## config.mk

```make
export PLATFORM = sky130hd
export DESIGN_NAME = procCore
export DESIGN_NICKNAME = d
export VERILOG_FILES = /design/src/common/coreTypesPkg.sv /design/src/decode/decode.sv /design/src/decode/instrDecoder.sv /design/src/decode/regFile.sv /design/src/verilog/execute.sv /design/src/verilog/procCore.sv /design/src/verilog/result.sv
export SDC_FILE = /design/constraint.sdc
export NUM_CORES = 1
export LEC_CHECK = 0
export ABC_AREA = 1
export BUFFER_PORTS_ARGS = -buffer_cell sky130_fd_sc_hd__buf_2
export CAP_MARGIN = 5
export CORE_MARGIN = 5
export CORE_UTILIZATION = 37
export DETAILED_ROUTE_END_ITERATION = 12
export PLACE_DENSITY = 0.63
export SKIP_LAST_GASP = 1
export SLEW_MARGIN = 20
export SYNTH_ARGS = -nofsm -noshare
export SYNTH_HDL_FRONTEND = slang
export SYNTH_SLANG_ARGS = --single-unit
```

## constraint.sdc

```tcl
create_clock -name clk -period 3.2 [get_ports clk]
set_input_delay 0.32 -clock clk [delete_from_list [all_inputs] [get_ports clk]]
set_output_delay 0.32 -clock clk [all_outputs]
set_load 0.1 [all_outputs]
```

## src/common/coreTypesPkg.sv

```systemverilog
// core types package
// opcode, function-field and execute-operation encodings of the 16-bit ISA,
// plus the data and register-index widths shared by every stage
package coreTypesPkg;

   localparam int WORD_W = 16; // data and instruction width
   localparam int REG_W  = 3;  // register index, eight registers

   // primary opcode, always instr[15:11]
   typedef enum logic [4:0] {
      OP_HALT  = 5'b00000,
      OP_NOP   = 5'b00001,
      OP_ADDI  = 5'b01000,
      OP_SUBI  = 5'b01001,
      OP_XORI  = 5'b01010,
      OP_ANDNI = 5'b01011,
      OP_ROLI  = 5'b10100,
      OP_SLLI  = 5'b10101,
      OP_RORI  = 5'b10110,
      OP_SRLI  = 5'b10111,
      OP_ARITH = 5'b11011, // R-format ADD/SUB/XOR/ANDN by func
      OP_SHIFT = 5'b11010, // R-format ROL/SLL/ROR/SRL by func
      OP_SEQ   = 5'b11100,
      OP_SLT   = 5'b11101,
      OP_SLE   = 5'b11110,
      OP_SCO   = 5'b11111,
      OP_BTR   = 5'b11001,
      OP_LBI   = 5'b11000,
      OP_SLBI  = 5'b10010
   } opcodeT;

   // R-format func field, instr[1:0]
   // arithmetic and shift groups share the same four codes
   typedef enum logic [1:0] {
      FN_ADD_ROL  = 2'b00,
      FN_SUB_SLL  = 2'b01,
      FN_XOR_ROR  = 2'b10,
      FN_ANDN_SRL = 2'b11
   } funcT;

   // operation carried from decode into execute
   typedef enum logic [3:0] {
      ALU_ADD   = 4'd0,  // a + b
      ALU_SUB   = 4'd1,  // b - a
      ALU_XOR   = 4'd2,
      ALU_ANDN  = 4'd3,  // a & ~b
      ALU_ROL   = 4'd4,  // shift amounts use b[3:0]
      ALU_SLL   = 4'd5,
      ALU_ROR   = 4'd6,
      ALU_SRL   = 4'd7,
      ALU_SEQ   = 4'd8,
      ALU_SLT   = 4'd9,  // signed
      ALU_SLE   = 4'd10, // signed
      ALU_SCO   = 4'd11, // carry out of a + b
      ALU_BTR   = 4'd12, // bit reverse of a
      ALU_PASSB = 4'd13, // LBI
      ALU_SLBI  = 4'd14  // (a << 8) | b
   } aluOpT;

endpackage

```

## src/decode/decode.sv

```systemverilog
// decode stage
// reads rs/rt with forwarding from execute and result, extends the
// immediates, picks operand B and the destination, latches HALT and
// registers everything into the decode/execute pipeline register
`timescale 1ns/1ps

module decode import coreTypesPkg::*; (
   input  logic              clk,
   input  logic              arstN,
   input  logic [WORD_W-1:0] instr,
   input  logic              instrValid,
   input  logic [WORD_W-1:0] fwdExData,   // execute stage bypass
   input  logic [REG_W-1:0]  fwdExDest,
   input  logic              fwdExWrite,
   input  logic              rfWriteEn,   // result stage write bus
   input  logic [REG_W-1:0]  rfWriteReg,
   input  logic [WORD_W-1:0] rfWriteData,
   output logic              exValid,
   output aluOpT             exAluOp,
   output logic [WORD_W-1:0] exOpA,
   output logic [WORD_W-1:0] exOpB,
   output logic [REG_W-1:0]  exDest,
   output logic              exWrite,
   output logic              exHalt,
   output logic              exErr
);

   aluOpT             aluOp;
   logic              useImm;
   logic              zeroExt;
   logic              imm8Sel;
   logic              destSel;
   logic              regWrite;
   logic              halt;
   logic              illegal;
   logic              haltSeen;    // sticky once a HALT is accepted
   logic              accept;
   logic [REG_W-1:0]  rsIdx;
   logic [REG_W-1:0]  rtIdx;
   logic [REG_W-1:0]  destIdx;
   logic [WORD_W-1:0] rfDataA;
   logic [WORD_W-1:0] rfDataB;
   logic [WORD_W-1:0] opA;
   logic [WORD_W-1:0] regB;
   logic [WORD_W-1:0] imm5Ext;
   logic [WORD_W-1:0] imm8Ext;
   logic [WORD_W-1:0] immVal;

   // youngest producer wins: execute, then result, then the array
   function automatic logic [WORD_W-1:0] fwdSel(
      input logic [REG_W-1:0]  idx,
      input logic [WORD_W-1:0] arrayData,
      input logic              exHit,
      input logic [REG_W-1:0]  exReg,
      input logic [WORD_W-1:0] exData,
      input logic              rsHit,
      input logic [REG_W-1:0]  rsReg,
      input logic [WORD_W-1:0] rsData
   );
      if (exHit && exReg == idx)
         return exData;
      else if (rsHit && rsReg == idx)
         return rsData;
      else
         return arrayData;
   endfunction

   instrDecoder u_instrDecoder (
      .instr    (instr),
      .aluOp    (aluOp),
      .useImm   (useImm),
      .zeroExt  (zeroExt),
      .imm8Sel  (imm8Sel),
      .destSel  (destSel),
      .regWrite (regWrite),
      .halt     (halt),
      .illegal  (illegal)
   );

   assign rsIdx = instr[10:8];
   assign rtIdx = instr[7:5];

   regFile u_regFile (
      .clk       (clk),
      .arstN     (arstN),
      .readRegA  (rsIdx),
      .readRegB  (rtIdx),
      .readDataA (rfDataA),
      .readDataB (rfDataB),
      .writeEn   (rfWriteEn),
      .writeReg  (rfWriteReg),
      .writeData (rfWriteData)
   );

   assign opA  = fwdSel(rsIdx, rfDataA, fwdExWrite, fwdExDest, fwdExData,
                        rfWriteEn, rfWriteReg, rfWriteData);
   assign regB = fwdSel(rtIdx, rfDataB, fwdExWrite, fwdExDest, fwdExData,
                        rfWriteEn, rfWriteReg, rfWriteData);

   // immediate extension, sign unless the op is logical or SLBI
   assign imm5Ext = zeroExt ? {{(WORD_W-5){1'b0}}, instr[4:0]}
                            : {{(WORD_W-5){instr[4]}}, instr[4:0]};
   assign imm8Ext = zeroExt ? {{(WORD_W-8){1'b0}}, instr[7:0]}
                            : {{(WORD_W-8){instr[7]}}, instr[7:0]};
   assign immVal  = imm8Sel ? imm8Ext : imm5Ext;

   // I-format 2 writes rs/rd, R-format [4:2], I-format 1 [7:5]
   assign destIdx = imm8Sel ? instr[10:8] : (destSel ? instr[4:2] : instr[7:5]);

   assign accept = instrValid & ~haltSeen; // nothing enters after HALT

   // control half, cleared by reset so the bypass never sees stale writes
   always_ff @(posedge clk or negedge arstN) begin
      if (!arstN) begin
         haltSeen <= 1'b0;
         exValid  <= 1'b0;
         exWrite  <= 1'b0;
         exHalt   <= 1'b0;
         exErr    <= 1'b0;
      end else begin
         haltSeen <= haltSeen | (accept & halt);
         exValid  <= accept;
         exWrite  <= accept & regWrite;
         exHalt   <= accept & halt;
         exErr    <= accept & illegal;
      end
   end

   // payload half
   always_ff @(posedge clk) begin
      exAluOp <= aluOp;
      exOpA   <= opA;
      exOpB   <= useImm ? immVal : regB;
      exDest  <= destIdx;
   end

endmodule

```

## src/decode/instrDecoder.sv

```systemverilog
// instruction decoder
// maps opcode and func field to the execute operation, the operand and
// immediate selects, the destination field and the write/halt/illegal flags
`timescale 1ns/1ps

module instrDecoder import coreTypesPkg::*; (
   input  logic [WORD_W-1:0] instr,
   output aluOpT             aluOp,
   output logic              useImm,   // operand B from immediate, not rt
   output logic              zeroExt,  // zero-extend instead of sign-extend
   output logic              imm8Sel,  // I-format 2, imm8 and rd in [10:8]
   output logic              destSel,  // 1: rd in [4:2], 0: rd in [7:5]
   output logic              regWrite,
   output logic              halt,
   output logic              illegal
);

   opcodeT opcode;
   funcT   func;

   assign opcode = opcodeT'(instr[15:11]);
   assign func   = funcT'(instr[1:0]);

   always_comb begin
      // defaults describe a writing I-format 1 instruction
      aluOp    = ALU_ADD;
      useImm   = 1'b1;
      zeroExt  = 1'b0;
      imm8Sel  = 1'b0;
      destSel  = 1'b0;
      regWrite = 1'b1;
      halt     = 1'b0;
      illegal  = 1'b0;

      case (opcode)
         OP_HALT: begin
            halt     = 1'b1;
            regWrite = 1'b0;
         end
         OP_NOP:  regWrite = 1'b0;
         OP_ADDI: aluOp = ALU_ADD;
         OP_SUBI: aluOp = ALU_SUB; // imm - rs
         OP_XORI: begin
            aluOp   = ALU_XOR;
            zeroExt = 1'b1;
         end
         OP_ANDNI: begin
            aluOp   = ALU_ANDN;
            zeroExt = 1'b1;
         end
         OP_ROLI: aluOp = ALU_ROL;   // only imm[3:0] matters
         OP_SLLI: aluOp = ALU_SLL;
         OP_RORI: aluOp = ALU_ROR;
         OP_SRLI: aluOp = ALU_SRL;
         OP_ARITH, OP_SHIFT: begin
            useImm  = 1'b0;
            destSel = 1'b1;
            case (func)
               FN_ADD_ROL:  aluOp = (opcode == OP_ARITH) ? ALU_ADD  : ALU_ROL;
               FN_SUB_SLL:  aluOp = (opcode == OP_ARITH) ? ALU_SUB  : ALU_SLL;
               FN_XOR_ROR:  aluOp = (opcode == OP_ARITH) ? ALU_XOR  : ALU_ROR;
               default:     aluOp = (opcode == OP_ARITH) ? ALU_ANDN : ALU_SRL;
            endcase
         end
         OP_SEQ, OP_SLT, OP_SLE, OP_SCO: begin
            useImm  = 1'b0;
            destSel = 1'b1;
            case (opcode)
               OP_SEQ:  aluOp = ALU_SEQ;
               OP_SLT:  aluOp = ALU_SLT;
               OP_SLE:  aluOp = ALU_SLE;
               default: aluOp = ALU_SCO;
            endcase
         end
         OP_BTR: begin
            aluOp   = ALU_BTR; // rs only, rd in [4:2]
            useImm  = 1'b0;
            destSel = 1'b1;
         end
         OP_LBI: begin
            aluOp   = ALU_PASSB;
            imm8Sel = 1'b1;     // signed imm8
         end
         OP_SLBI: begin
            aluOp   = ALU_SLBI;
            imm8Sel = 1'b1;
            zeroExt = 1'b1;
         end
         default: begin
            illegal  = 1'b1;   // retires flagged, writes nothing
            regWrite = 1'b0;
         end
      endcase
   end

endmodule

```

## src/decode/regFile.sv

```systemverilog
// register file
// eight 16-bit registers, two combinational read ports, one write port;
// no internal bypass, decode forwards around it
`timescale 1ns/1ps

module regFile import coreTypesPkg::*; (
   input  logic              clk,
   input  logic              arstN,
   input  logic [REG_W-1:0]  readRegA,
   input  logic [REG_W-1:0]  readRegB,
   output logic [WORD_W-1:0] readDataA,
   output logic [WORD_W-1:0] readDataB,
   input  logic              writeEn,
   input  logic [REG_W-1:0]  writeReg,
   input  logic [WORD_W-1:0] writeData
);

   logic [WORD_W-1:0] regs [2**REG_W];

   // all registers read as zero after reset
   always_ff @(posedge clk or negedge arstN) begin
      if (!arstN) begin
         for (int i = 0; i < 2**REG_W; i++) begin
            regs[i] <= '0;
         end
      end else if (writeEn) begin
         regs[writeReg] <= writeData;
      end
   end

   assign readDataA = regs[readRegA]; // rs
   assign readDataB = regs[readRegB]; // rt

endmodule

```

## src/verilog/execute.sv

```systemverilog
// execute stage
// ALU, shifter/rotator, signed set-condition, carry-out and bit reverse;
// result goes back to decode combinationally and into the result register
`timescale 1ns/1ps

module execute import coreTypesPkg::*; (
   input  logic              clk,
   input  logic              arstN,
   input  logic              exValid,
   input  aluOpT             exAluOp,
   input  logic [WORD_W-1:0] exOpA,
   input  logic [WORD_W-1:0] exOpB,
   input  logic [REG_W-1:0]  exDest,
   input  logic              exWrite,
   input  logic              exHalt,
   input  logic              exErr,
   output logic [WORD_W-1:0] fwdExData,
   output logic              rsValid,
   output logic [WORD_W-1:0] rsResult,
   output logic [REG_W-1:0]  rsDest,
   output logic              rsWrite,
   output logic              rsHalt,
   output logic              rsErr
);

   logic [WORD_W:0]     carrySum;  // 17 bits, msb is SCO
   logic [3:0]          shAmt;
   logic [2*WORD_W-1:0] rolWide;
   logic [2*WORD_W-1:0] rorWide;
   logic [WORD_W-1:0]   bitRev;
   logic                sLess;
   logic [WORD_W-1:0]   aluResult;

   assign carrySum = {1'b0, exOpA} + {1'b0, exOpB};
   assign shAmt    = exOpB[3:0];                     // only low 4 bits count
   assign rolWide  = {exOpA, exOpA} << shAmt;        // upper half is rotate left
   assign rorWide  = {exOpA, exOpA} >> shAmt;        // lower half is rotate right
   assign sLess    = $signed(exOpA) < $signed(exOpB);

   always_comb begin
      for (int i = 0; i < WORD_W; i++) begin
         bitRev[i] = exOpA[WORD_W-1-i];
      end
   end

   always_comb begin
      case (exAluOp)
         ALU_ADD:   aluResult = carrySum[WORD_W-1:0];
         ALU_SUB:   aluResult = exOpB - exOpA;       // rt - rs, imm - rs
         ALU_XOR:   aluResult = exOpA ^ exOpB;
         ALU_ANDN:  aluResult = exOpA & ~exOpB;
         ALU_ROL:   aluResult = rolWide[2*WORD_W-1:WORD_W];
         ALU_SLL:   aluResult = exOpA << shAmt;
         ALU_ROR:   aluResult = rorWide[WORD_W-1:0];
         ALU_SRL:   aluResult = exOpA >> shAmt;
         ALU_SEQ:   aluResult = {{(WORD_W-1){1'b0}}, exOpA == exOpB};
         ALU_SLT:   aluResult = {{(WORD_W-1){1'b0}}, sLess};
         ALU_SLE:   aluResult = {{(WORD_W-1){1'b0}}, sLess | (exOpA == exOpB)};
         ALU_SCO:   aluResult = {{(WORD_W-1){1'b0}}, carrySum[WORD_W]};
         ALU_BTR:   aluResult = bitRev;
         ALU_PASSB: aluResult = exOpB;
         ALU_SLBI:  aluResult = {exOpA[7:0], exOpB[7:0]}; // b already zero-extended
         default:   aluResult = '0;
      endcase
   end

   assign fwdExData = aluResult;

   // flags arrive already qualified by decode
   always_ff @(posedge clk or negedge arstN) begin
      if (!arstN) begin
         rsValid <= 1'b0;
         rsWrite <= 1'b0;
         rsHalt  <= 1'b0;
         rsErr   <= 1'b0;
      end else begin
         rsValid <= exValid;
         rsWrite <= exWrite;
         rsHalt  <= exHalt;
         rsErr   <= exErr;
      end
   end

   always_ff @(posedge clk) begin
      rsResult <= aluResult;
      rsDest   <= exDest;
   end

endmodule

```

## src/verilog/procCore.sv

```systemverilog
// procCore top level
// three-stage 16-bit integer core: decode, execute and result,
// one instruction accepted per cycle, two cycles from issue to retire
`timescale 1ns/1ps

module procCore import coreTypesPkg::*; (
   input  logic              clk,
   input  logic              arstN,
   input  logic [WORD_W-1:0] instr,
   input  logic              instrValid,
   output logic              wbValid,
   output logic              wbWrite,
   output logic [REG_W-1:0]  wbReg,
   output logic [WORD_W-1:0] wbData,
   output logic              wbErr,
   output logic              halted
);

   // decode to execute
   logic              exValid;
   aluOpT             exAluOp;
   logic [WORD_W-1:0] exOpA;
   logic [WORD_W-1:0] exOpB;
   logic [REG_W-1:0]  exDest;
   logic              exWrite;
   logic              exHalt;
   logic              exErr;
   logic [WORD_W-1:0] fwdExData;
   // execute to result
   logic              rsValid;
   logic [WORD_W-1:0] rsResult;
   logic [REG_W-1:0]  rsDest;
   logic              rsWrite;
   logic              rsHalt;
   logic              rsErr;
   // result write bus back into decode
   logic              rfWriteEn;
   logic [REG_W-1:0]  rfWriteReg;
   logic [WORD_W-1:0] rfWriteData;

   decode u_decode (
      .clk         (clk),
      .arstN       (arstN),
      .instr       (instr),
      .instrValid  (instrValid),
      .fwdExData   (fwdExData),
      .fwdExDest   (exDest),      // the instruction now in execute
      .fwdExWrite  (exWrite),
      .rfWriteEn   (rfWriteEn),
      .rfWriteReg  (rfWriteReg),
      .rfWriteData (rfWriteData),
      .exValid     (exValid),
      .exAluOp     (exAluOp),
      .exOpA       (exOpA),
      .exOpB       (exOpB),
      .exDest      (exDest),
      .exWrite     (exWrite),
      .exHalt      (exHalt),
      .exErr       (exErr)
   );

   execute u_execute (
      .clk       (clk),
      .arstN     (arstN),
      .exValid   (exValid),
      .exAluOp   (exAluOp),
      .exOpA     (exOpA),
      .exOpB     (exOpB),
      .exDest    (exDest),
      .exWrite   (exWrite),
      .exHalt    (exHalt),
      .exErr     (exErr),
      .fwdExData (fwdExData),
      .rsValid   (rsValid),
      .rsResult  (rsResult),
      .rsDest    (rsDest),
      .rsWrite   (rsWrite),
      .rsHalt    (rsHalt),
      .rsErr     (rsErr)
   );

   result u_result (
      .clk         (clk),
      .arstN       (arstN),
      .rsValid     (rsValid),
      .rsResult    (rsResult),
      .rsDest      (rsDest),
      .rsWrite     (rsWrite),
      .rsHalt      (rsHalt),
      .rsErr       (rsErr),
      .rfWriteEn   (rfWriteEn),
      .rfWriteReg  (rfWriteReg),
      .rfWriteData (rfWriteData),
      .wbValid     (wbValid),
      .wbWrite     (wbWrite),
      .wbReg       (wbReg),
      .wbData      (wbData),
      .wbErr       (wbErr),
      .halted      (halted)
   );

endmodule

```

## src/verilog/result.sv

```systemverilog
// result stage
// drives the register-file write, reports each retired instruction and
// holds the halted level from the retiring HALT until reset
`timescale 1ns/1ps

module result import coreTypesPkg::*; (
   input  logic              clk,
   input  logic              arstN,
   input  logic              rsValid,
   input  logic [WORD_W-1:0] rsResult,
   input  logic [REG_W-1:0]  rsDest,
   input  logic              rsWrite,
   input  logic              rsHalt,
   input  logic              rsErr,
   output logic              rfWriteEn,
   output logic [REG_W-1:0]  rfWriteReg,
   output logic [WORD_W-1:0] rfWriteData,
   output logic              wbValid,
   output logic              wbWrite,
   output logic [REG_W-1:0]  wbReg,
   output logic [WORD_W-1:0] wbData,
   output logic              wbErr,
   output logic              halted
);

   logic haltLatched;
   logic haltRetire;

   assign haltRetire  = rsValid & rsHalt;

   assign rfWriteEn   = rsValid & rsWrite;   // array written at the next edge
   assign rfWriteReg  = rsDest;
   assign rfWriteData = rsResult;

   assign wbValid = rsValid;
   assign wbWrite = rfWriteEn;
   assign wbReg   = rsDest;
   assign wbData  = rsResult;
   assign wbErr   = rsValid & rsErr;
   assign halted  = haltLatched | haltRetire; // rises with the HALT's wbValid

   always_ff @(posedge clk or negedge arstN) begin
      if (!arstN)
         haltLatched <= 1'b0;
      else if (haltRetire)
         haltLatched <= 1'b1;                 // only reset clears it
   end

endmodule
```

== Yosys cells after proc, flatten, opt, wreduce, memory -nomap -nowiden ==
Index checks and enable logic that the tools add are counted.

* Register bits: 196
* Input bits: 19
* Output and inout bits: 23
* Word-level logic and storage cells: 139

* $add $sub $neg: 2
* $lt $le $gt $ge: 5
* Equal/unequal tests: 39
* Shifts and indexed selects: 4
* Multiplexer cells: 33
* Bitwise operators: 17
* Reductions and logical operators: 15

{| class="wikitable"
|+ Operator list
! cell !! count
|-
| $pmux W16 S15 || 1
|-
| $mux W16 || 13
|-
| $bwmux W128 || 1
|-
| $bmux W16 S3 || 2
|-
| $eq A5 B5 Y1 const B || 13
|-
| $demux W16 S3 || 1
|-
| $pmux W4 S12 || 1
|-
| $shl A32 B4 Y32 || 1
|-
| $shr A32 B4 Y16 || 1
|-
| $eq A4 B4 Y1 const B || 7
|-
| $eq A5 B4 Y1 const B || 4
|-
| $reduce_or A19 Y1 || 1
|-
| $mux W3 || 6
|-
| $add A16 B16 Y17 || 1
|-
| $reduce_or A17 Y1 || 1
|-
| $and A16 B16 Y16 || 1
|-
| $eq A16 B16 Y1 || 1
|-
| $eq A4 B3 Y1 const B || 4
|-
| $lt A16 B16 Y1 || 1
|-
| $not A16 Y16 || 1
|-
| $shl A16 B4 Y16 || 1
|-
| $shr A16 B4 Y16 || 1
|-
| $sub A16 B16 Y16 || 1
|-
| $xor A16 B16 Y16 || 1
|-
| other kinds (23) || 49
|}

== Depth between registers and ports, before layout ==
Gate-level depths: netlist of the first run.

* Depth after elaboration: 7
* Depth in mapped cells: 19

== Hierarchy ==
Synthesis of the first run repeated with hierarchy kept, for this count alone.

* Cells, all modules: 2696
* Area total of the unflattened synthesis: 16246.8 um^2

{| class="wikitable"
|+ Modules (own cells, without submodules)
! module !! instances !! cells each !! area each (um^2)
|-
| regFile || 1 || 1165 || 7490.9
|-
| execute || 1 || 1045 || 5579.1
|-
| decode || 1 || 372 || 2498.6
|-
| result || 1 || 49 || 355.3
|-
| instrDecoder || 1 || 65 || 322.8
|}

== Worst setup path before layout of the first run ==
Ideal clock, no wire load.

* Kind: flip-flop to flip-flop
* Start: register u_execute.rsValid
* End: register u_decode.exOpB[12]
* Library setup time: 62 ps
* Arrival: 2917 ps
* Setup slack: 221 ps
* Cell stages (with the launch flop): 12
* Buffers on the path: 1
* Clock period less this slack: 2979 ps
* Cells stage by stage: dfrtp_1 > nand2_1 > inv_1 > o21ai_0 > a21oi_1 > nand2_1 > inv_2 > buf_4 > nand2_1 > a31oi_1 > nand2_1 > nand2_1

* Cells in the longest elaborated chain, start to end: 5

{| class="wikitable"
|+ Ends and longest elaborated chain
! item !! RTL line !! source
|-
| from (decl) || execute.sv:18 || <nowiki>output logic rsValid,</nowiki>
|-
| from (signal assigned) || execute.sv:77 || <nowiki>rsValid <= exValid;</nowiki>
|-
| $and A1 B1 Y1 || result.sv:31 || <nowiki>assign rfWriteEn = rsValid & rsWrite;</nowiki>
|-
| via wbWrite || procCore.sv:12 || <nowiki>output logic wbWrite,</nowiki>
|-
| $logic_and A1 B1 Y1 || decode.sv:62 || <nowiki>else if (rsHit && rsReg == idx)</nowiki>
|-
| $mux W16 || decode.sv:62 ||
|-
| $mux W16 || decode.sv:60 || <nowiki>if (exHit && exReg == idx)</nowiki>
|-
| $mux W16 || decode.sv:133 || <nowiki>exOpB <= useImm ? immVal : regB;</nowiki>
|-
| to (signal assigned) || decode.sv:133 ||
|-
| to (decl) || decode.sv:21 || <nowiki>output logic [WORD_W-1:0] exOpB,</nowiki>
|}

The timed path passes the listed nets, and every way through them passes these cells.
A chain may end at the register's enable or synchronous reset.

== Worst setup path in the final report of the first run ==
* Start: register u_decode.exOpA[3]
* End: register u_decode.exOpB[13]

* Cells in the longest elaborated chain, start to end: 4
* Elaborated cells on any way between the ends: 9
* Classes of those cells: add/sub (2); shift (4); mux (3)

{| class="wikitable"
|+ Ends and longest elaborated chain
! item !! RTL line !! source
|-
| from (decl) || decode.sv:20 || <nowiki>output logic [WORD_W-1:0] exOpA,</nowiki>
|-
| from (signal assigned) || decode.sv:132 || <nowiki>exOpA <= opA;</nowiki>
|-
| $sub A16 B16 Y16 (tied with other cells) || execute.sv:49 || <nowiki>ALU_SUB: aluResult = exOpB - exOpA;</nowiki>
|-
| $pmux W16 S15 (*) || execute.sv:47 || <nowiki>case (exAluOp)</nowiki>
|-
| $mux W16 (*) || decode.sv:60 ||
|-
| $mux W16 (*) || decode.sv:133 ||
|}

Every way passes the cells marked *; elsewhere a longest branch is shown, timed or not.

==> results of run 1 <==
-- state kept, by name (all words and copies together) (netlist names), 3 cells and up --
register,cells
u_execute.rsDest,3
u_execute.rsResult,16
u_decode.exAluOp,4
u_decode.exDest,3
u_decode.exOpB,16
u_decode.exOpA,16
u_decode.u_regFile.regs,128
-- layer usage --
metal  track usage (%)  vias to the layer above  share of wire [%]
met5                 0                        -                  0
met1              35.0                     7267                 42
met3              3.17                      111                6.4
li1                  -                     7386                  -
met4              11.6                        0                4.4
met2              43.2                      661                 47
-- power by group --
group | switching [mW] | internal, mW | leakage [nW]
registers | 0.685 | 3.21 | 2.33
logic | 3.32 | 1.29 | 4.72
clock network | 1.03 | 1.14 | 0.295
-- cells by family (layout without fill, tap and decap cells) --
group           after synthesis  count (layout)  synth area share [%]
compound gates              610             610                  23.5
xor+xnor                      2               2                 0.123
fa+ha+maj                    49              49                  4.40
buf+inv                     325             337                  9.39
flops                       196             196                  32.4
simple gates               1025            1025                  30.3
-- layout make-up --
cell class,count,area (um2)
repair buffers,112,747
flip-flops and latches,196,4620
inverters,193,724
fillers,4191,22700
multi-input cells,1686,8310
clock buffers,18,450
well taps,518,648
clock inverters,14,139
-- worst paths after layout --
kind                                                start                                        to  slack (ns)  cells past startpoint
worst max-delay path            u_decode.exOpA[3]$_DFF_P_                u_decode.exOpB[13]$_DFF_P_        0.18                     15
worst min-delay path                             instr[1]                 u_decode.exOpB[1]$_DFF_P_         0.1                      3
min in group asynchronous                           arstN  u_decode.u_regFile.regs[126]$_DFFE_PN0P_        0.47                      2
worst max register to register  u_decode.exOpA[3]$_DFF_P_                u_decode.exOpB[13]$_DFF_P_        0.18                     15
max in group asynchronous                           arstN   u_decode.u_regFile.regs[18]$_DFFE_PN0P_        1.89                      3
worst min register to register  u_decode.exHalt$_DFF_PN0_                u_execute.rsHalt$_DFF_PN0_        0.35                      0
-- critical path: stages, from the launching register on --
cell     delay, ns
dfxtp_1       0.64
inv_1         0.16
ha_2          0.51
nand2_1       0.15
nor2_1        0.21
nand2_1       0.07
nand3_1       0.16
nand3_1       0.13
nand2_1       0.08
nand2_1       0.04
nand3_1       0.06
nand2_1       0.07
nor2_1        0.32
nand3_1       0.14
nand2_1       0.09
nand2_1       0.05
-- timing repair --
action                                  4_1_cts  5_1_grt
endpoints found under the hold margin        74        0
gates resized for setup                       0        4
hold buffers                                  1        0
endpoints found under the setup margin        0       12
-- through the flow --
stage | utilization [%] | setup slack (ns)
2_1_floorplan | - | 0.221
3_3_place_gp | 39.2 | 0.118
3_5_place_dp | 39.2 | 0.149
4_1_cts | 40.7 | 0.130
5_1_grt | 40.8 | 0.0181
6_report | 40.8 | 0.184
-- layout by cell type, fill, tap and decap left out, types with 3 or more instances in the layout --
cell type	n
o211ai_1	42
o311ai_0	4
o21bai_1	5
nor2_4	3
ha_1	45
clkinv_4	4
a21oi_1	123
a21oi_2	3
and2_1	3
buf_4	70
inv_2	18
clkbuf_16	18
nor3_1	11
o21ai_0	326
dfrtp_1	138
nor3_2	3
o21ai_1	35
inv_1	173
nand2_2	7
nor2_1	170
nand3b_1	5
nand2_1	587
inv_6	4
dfxtp_1	57
o221ai_1	11
nand4_1	16
o22ai_1	24
or2_2	4
nand3_1	201
nor2_2	7
a31oi_1	20
a221oi_1	5
buf_2	40
==> run_results.csv, run 1 <==
group,metric,value,unit
worst_setup_path,worstPathRequired,3.54,ns
clocking,cts_tree,"done",
timing,finalSetupTns,0,ns
worst_setup_path,cp-start-kind,"register",
timing,holdWs,0.0967,ns
worst_setup_path,crit_path_end_kind,"register",
route,vias,15400,
timing,fin_crit_sh,94.2,%
route,drtIter0Drc,1653,
logic_synthesis,syn-cell-area,14300,um2
grt,grt_pass1_vias,14600,
power_and_ir_drop,powerDensity,682,nW/um2
worst_setup_path,criticalPathCategory,"register to register",
clocking,clock_insertion_delay_worst_skew,0.45,ns
clocking,cts_buffer_depth,2,
floorplan,initial_utilization,37.2,%
power_and_ir_drop,power,10.7,mW
route,first_pass_iters,6,
timing,grt_setup_unrepaired,"no",
final_layout,final_area,15600,um2
logic_synthesis,synth_ff_type,"dfrtp_1",
route,via_per_inst,5.64,
route,drc,0,
place,place_inst,2704,
clocking,cts_setup_buffers,0,
floorplan,rows,72,
timing,setup_viol,0,
final_layout,syn2layout_area_growth,9.65,%
grt,grtUsageTotal,26.3,%
floorplan,dieHeight,206,um
final_layout,stdcell_count,2737,
grt,antenna_found_initial,0,
logic_synthesis,yosysWarnings,0,
timing,tightest_slew,0.839,ns
logic_synthesis,synth_cells,2207,
place,portBuffers,41,
route,drt_wl_total,56.2,mm
timing,fmax,0.332,GHz
place,placed_cell_area,15000,um2
timing,hold_viol,0,
logic_synthesis,yosys.area.top_type,"dfrtp_1",
power_and_ir_drop,p_leak,7.34,nW
logic_synthesis,ys_ff_latch,196,
route,wire_per_inst,20.5,um
grt,overflow,0,
timing,period_minus_slack,3.02,ns
floorplan,coreArea,38400,um2
clocking,numCtsBuffers,17,
grt,grt_first_pass_wirelength,86.5,mm
route,ant_nets,0,
final_layout,layout.nets,2274,
timing,max_slew_margin,44.1,%
logic_synthesis,synth.avg_cell_area,6.46,um2
place,dp_hpwl,42.1,mm
run_status,outcome,"complete, no violations",
floorplan,die_area,42600,um2
logic_synthesis,ys_async_sr_fraction,70.4,%
final_layout,antenna_cells,0,
logic_synthesis,ys_top_cells_by_count,"nand2_1, o21ai_0, nand3_1, inv_1, nor2_1",
timing,fin_worst_skew,0.00978,ns
logic_synthesis,synth_cell_types,49,
logic_synthesis,syn_nets,2275,
clocking,htreeDepth,4,
worst_setup_path,worstPathArrival,3.35,ns
floorplan,die_w,206,um
clocking,clockRootBuffer,"clkbuf_16",
floorplan,ios,42,
clocking,clock_sinks,196,
logic_synthesis,synth_top_area_share,24.2,%
logic_synthesis,synth_edf_count,0,
place,place.gp.congestion,0.994,
grt,grt_max_degree,88,
logic_synthesis,synth_area_leaders,"dfrtp_1, nand2_1, o21ai_0",
flow_run,maxCapViolations,0,
worst_setup_path,cp_max_fo,12,
power_and_ir_drop,ir_worst_vdd,0.000407,V
final_layout,drive_above_1_share,8.88,%
logic_synthesis,ys_seq_area_share,32.4,%
timing,slew_violations,0,
min_path,min_path_type,"primary input to register",
clocking,path_clk_slew,0.08,ns
logic_synthesis,yosysMostFrequentCell,"nand2_1",
No activity file was read; power rests on OpenSTA's default activity.
==> run 2: changes to the inputs <==
==> constraint.sdc (replaced) <==
create_clock -name clk -period 3.2 [get_ports clk]
set_input_delay 0.16 -clock clk [delete_from_list [all_inputs] [get_ports clk]]
set_output_delay 0.16 -clock clk [all_outputs]
set_load 0.1 [all_outputs]
==> run 2 against run 1 <==
  * Non-clock buffer count is 2 higher
  * Largest power group unchanged
  * Core utilization is 0.27 points higher
  * Critical path type unchanged
  * Count of clock-buffer cells in the layout is 3 higher
  * Flip-flop and latch count stayed put
  * Largest cell class unchanged
  * Wire length is 0.39% lower
  * Register-to-register slack worse by 0.03 ns
  * Clock power is 5% higher
==> run_results.csv, run 2 (synthesized netlist as in run 1, its figures left out) <==
group,metric,value,unit
route,ant_nets,0,
timing,holdWs,0.0762,ns
final_layout,seq_area,4620,um2
final_layout,syn2layout_area_growth,10.4,%
route,vias,15500,
clocking,clock_insertion_delay_worst_skew,0.46,ns
power_and_ir_drop,p_leak,7.37,nW
floorplan,coreArea,38400,um2
floorplan,initial_utilization,37.2,%
route,first_pass_iters,6,
clocking,clockRootBuffer,"clkbuf_16",
timing,finalSetupTns,0,ns
timing,tightest_slew,0.887,ns
timing,slew_violations,0,
floorplan,ios,42,
power_and_ir_drop,ir_worst_vdd,0.000440,V
grt,grt_pass1_vias,14500,
floorplan,die_area,42600,um2
grt,overflow,0,
final_layout,antenna_cells,0,
clocking,clock_sinks,196,
place,dp_hpwl,41.6,mm
timing,hold_viol,0,
run_status,outcome,"complete, no violations",
route,drc,0,
worst_setup_path,worstPathRequired,3.55,ns
worst_setup_path,cp-start-kind,"register",
route,drt_wl_total,55.9,mm
clocking,htreeDepth,4,
power_and_ir_drop,power,10.8,mW
worst_setup_path,crit_path_end_kind,"register",
power_and_ir_drop,clockPowerShare,21.2,%
grt,antenna_found_initial,0,
timing,setup_viol,0,
place,portBuffers,41,
floorplan,dieHeight,206,um
min_path,min_path_type,"primary input to register",
floorplan,rows,72,
final_layout,layout_common_cells,"nand2_1, o21ai_0, nand3_1",
final_layout,multi_input_area,8320,um2
route,wire_per_inst,20.4,um
final_layout,stdcell_count,2739,
worst_setup_path,cp_max_fo,11,
place,placed_cell_area,15000,um2
worst_setup_path,worstPathArrival,3.40,ns
timing,fin_worst_skew,0.0148,ns
power_and_ir_drop,p_comb_share,42.7,%
final_layout,mostFrequentLayoutCell,"nand2_1",
timing,fin_crit_sh,95.3,%
grt,grt_first_pass_wirelength,86.4,mm
timing,grt_setup_unrepaired,"no",
final_layout,final_util,41.0,%
timing,worst_slack,0.150,ns
flow_run,maxCapViolations,0,
grt,grt_max_degree,92,
timing,period_minus_slack,3.05,ns
power_and_ir_drop,sw_frac_of_total,46.4,%
route,drtIter0Drc,1583,
final_layout,largest_reg_flops,128,
worst_setup_path,criticalPathCategory,"register to register",
clocking,path_clk_slew,0.07,ns
grt,grtUsageTotal,26.3,%
final_layout,final_area,15700,um2
final_layout,layout.nets,2276,
clocking,cts_tree,"done",
timing,max_slew_margin,40.9,%
clocking,cts_buffer_depth,2,
place,place_ws,0.118,ns
power_and_ir_drop,powerDensity,684,nW/um2
route,via_per_inst,5.66,
floorplan,die_w,206,um
timing,fmax,0.328,GHz
place,place.gp.congestion,1.05,
power_and_ir_drop,pwr-share-seq,36.1,%
final_layout,drive_above_1_share,8.64,%
clocking,numCtsBuffers,17,
place,place_inst,2698,
final_layout,regMostFlops,"u_decode.u_regFile.regs",
power_and_ir_drop,power.switching,5.00,mW
power_and_ir_drop,p_int,5.77,mW
final_layout,fillerInstances,4208,
run 2: cell count changes in the layout (fill, tap and decap cells not counted), sizes merged:
cell	before	now
dlygate4sd3	1	9
buf	111	105
clkinv	8	4
clkbuf	18	21
clkinvlp	0	2
inv	198	197
run 2: repair_timing:
| item | 4_1_cts | 5_1_grt |
|---|---|---|
| hold buffers | 9 | 0 |
| resized for setup | 0 | 5 |
| setup buffers | 0 | 0 |
| endpoints found under the setup margin | 0 | 6 |
| endpoints found under the hold margin | 97 | 0 |
run 2: final cells by class:
cell class              instances  area share, %
repair buffers                114           5.13
clock buffers                  21           3.34
multi-input cells            1686           52.8
flip-flops and latches        196           29.3
inverters                     193           4.60
clock inverters                11          0.660
well taps                     518           4.12
run 2: path summary, 6_finish.rpt:
check,from,to,slack [ns],cells after the start
worst max-delay path,u_decode.exOpA[4]$_DFF_P_,u_decode.exOpA[11]$_DFF_P_,0.15,13
worst min-delay path,instr[14],u_decode.exHalt$_DFF_PN0_,0.08,4
worst max register to register,u_decode.exOpA[4]$_DFF_P_,u_decode.exOpA[11]$_DFF_P_,0.15,13
worst min register to register,u_decode.exValid$_DFF_PN0_,u_execute.rsValid$_DFF_PN0_,0.35,0
max in group asynchronous,arstN,u_decode.u_regFile.regs[32]$_DFFE_PN0P_,2.04,3
min in group asynchronous,arstN,u_decode.u_regFile.regs[104]$_DFFE_PN0P_,0.32,2
run 2: power groups by stage:
stage	logic, mW	registers, mW	clock network [mW]
after floorplan	2.62	4.27	0
after global placement	4.46	3.89	0
after detailed placement	4.50	3.90	0
after CTS	4.53	3.86	2.31
after global routing	5.07	3.97	2.41
final	4.60	3.89	2.28
run 2: routing by layer:
metal / GRT usage (%) / wire length, um / vias to the layer above
met1: 35.4 / 23800 / 7285
met3: 3.17 / 3940 / 119
li1: - / - / 7385
met5: 0 / 0 / -
met2: 43.3 / 26000 / 725
met4: 9.72 / 2260 / 0
run 2: worst max-delay path, stage by stage (launching register included):
cell	delay [ns]
dfxtp_1	0.58
inv_1	0.22
ha_2	0.54
inv_1	0.11
a21oi_1	0.31
nor2_1	0.10
o21ai_1	0.17
nand4_1	0.11
nand3_1	0.10
nand2_1	0.06
nor2_1	0.34
nand2_1	0.17
nand2_1	0.09
nand2_1	0.05
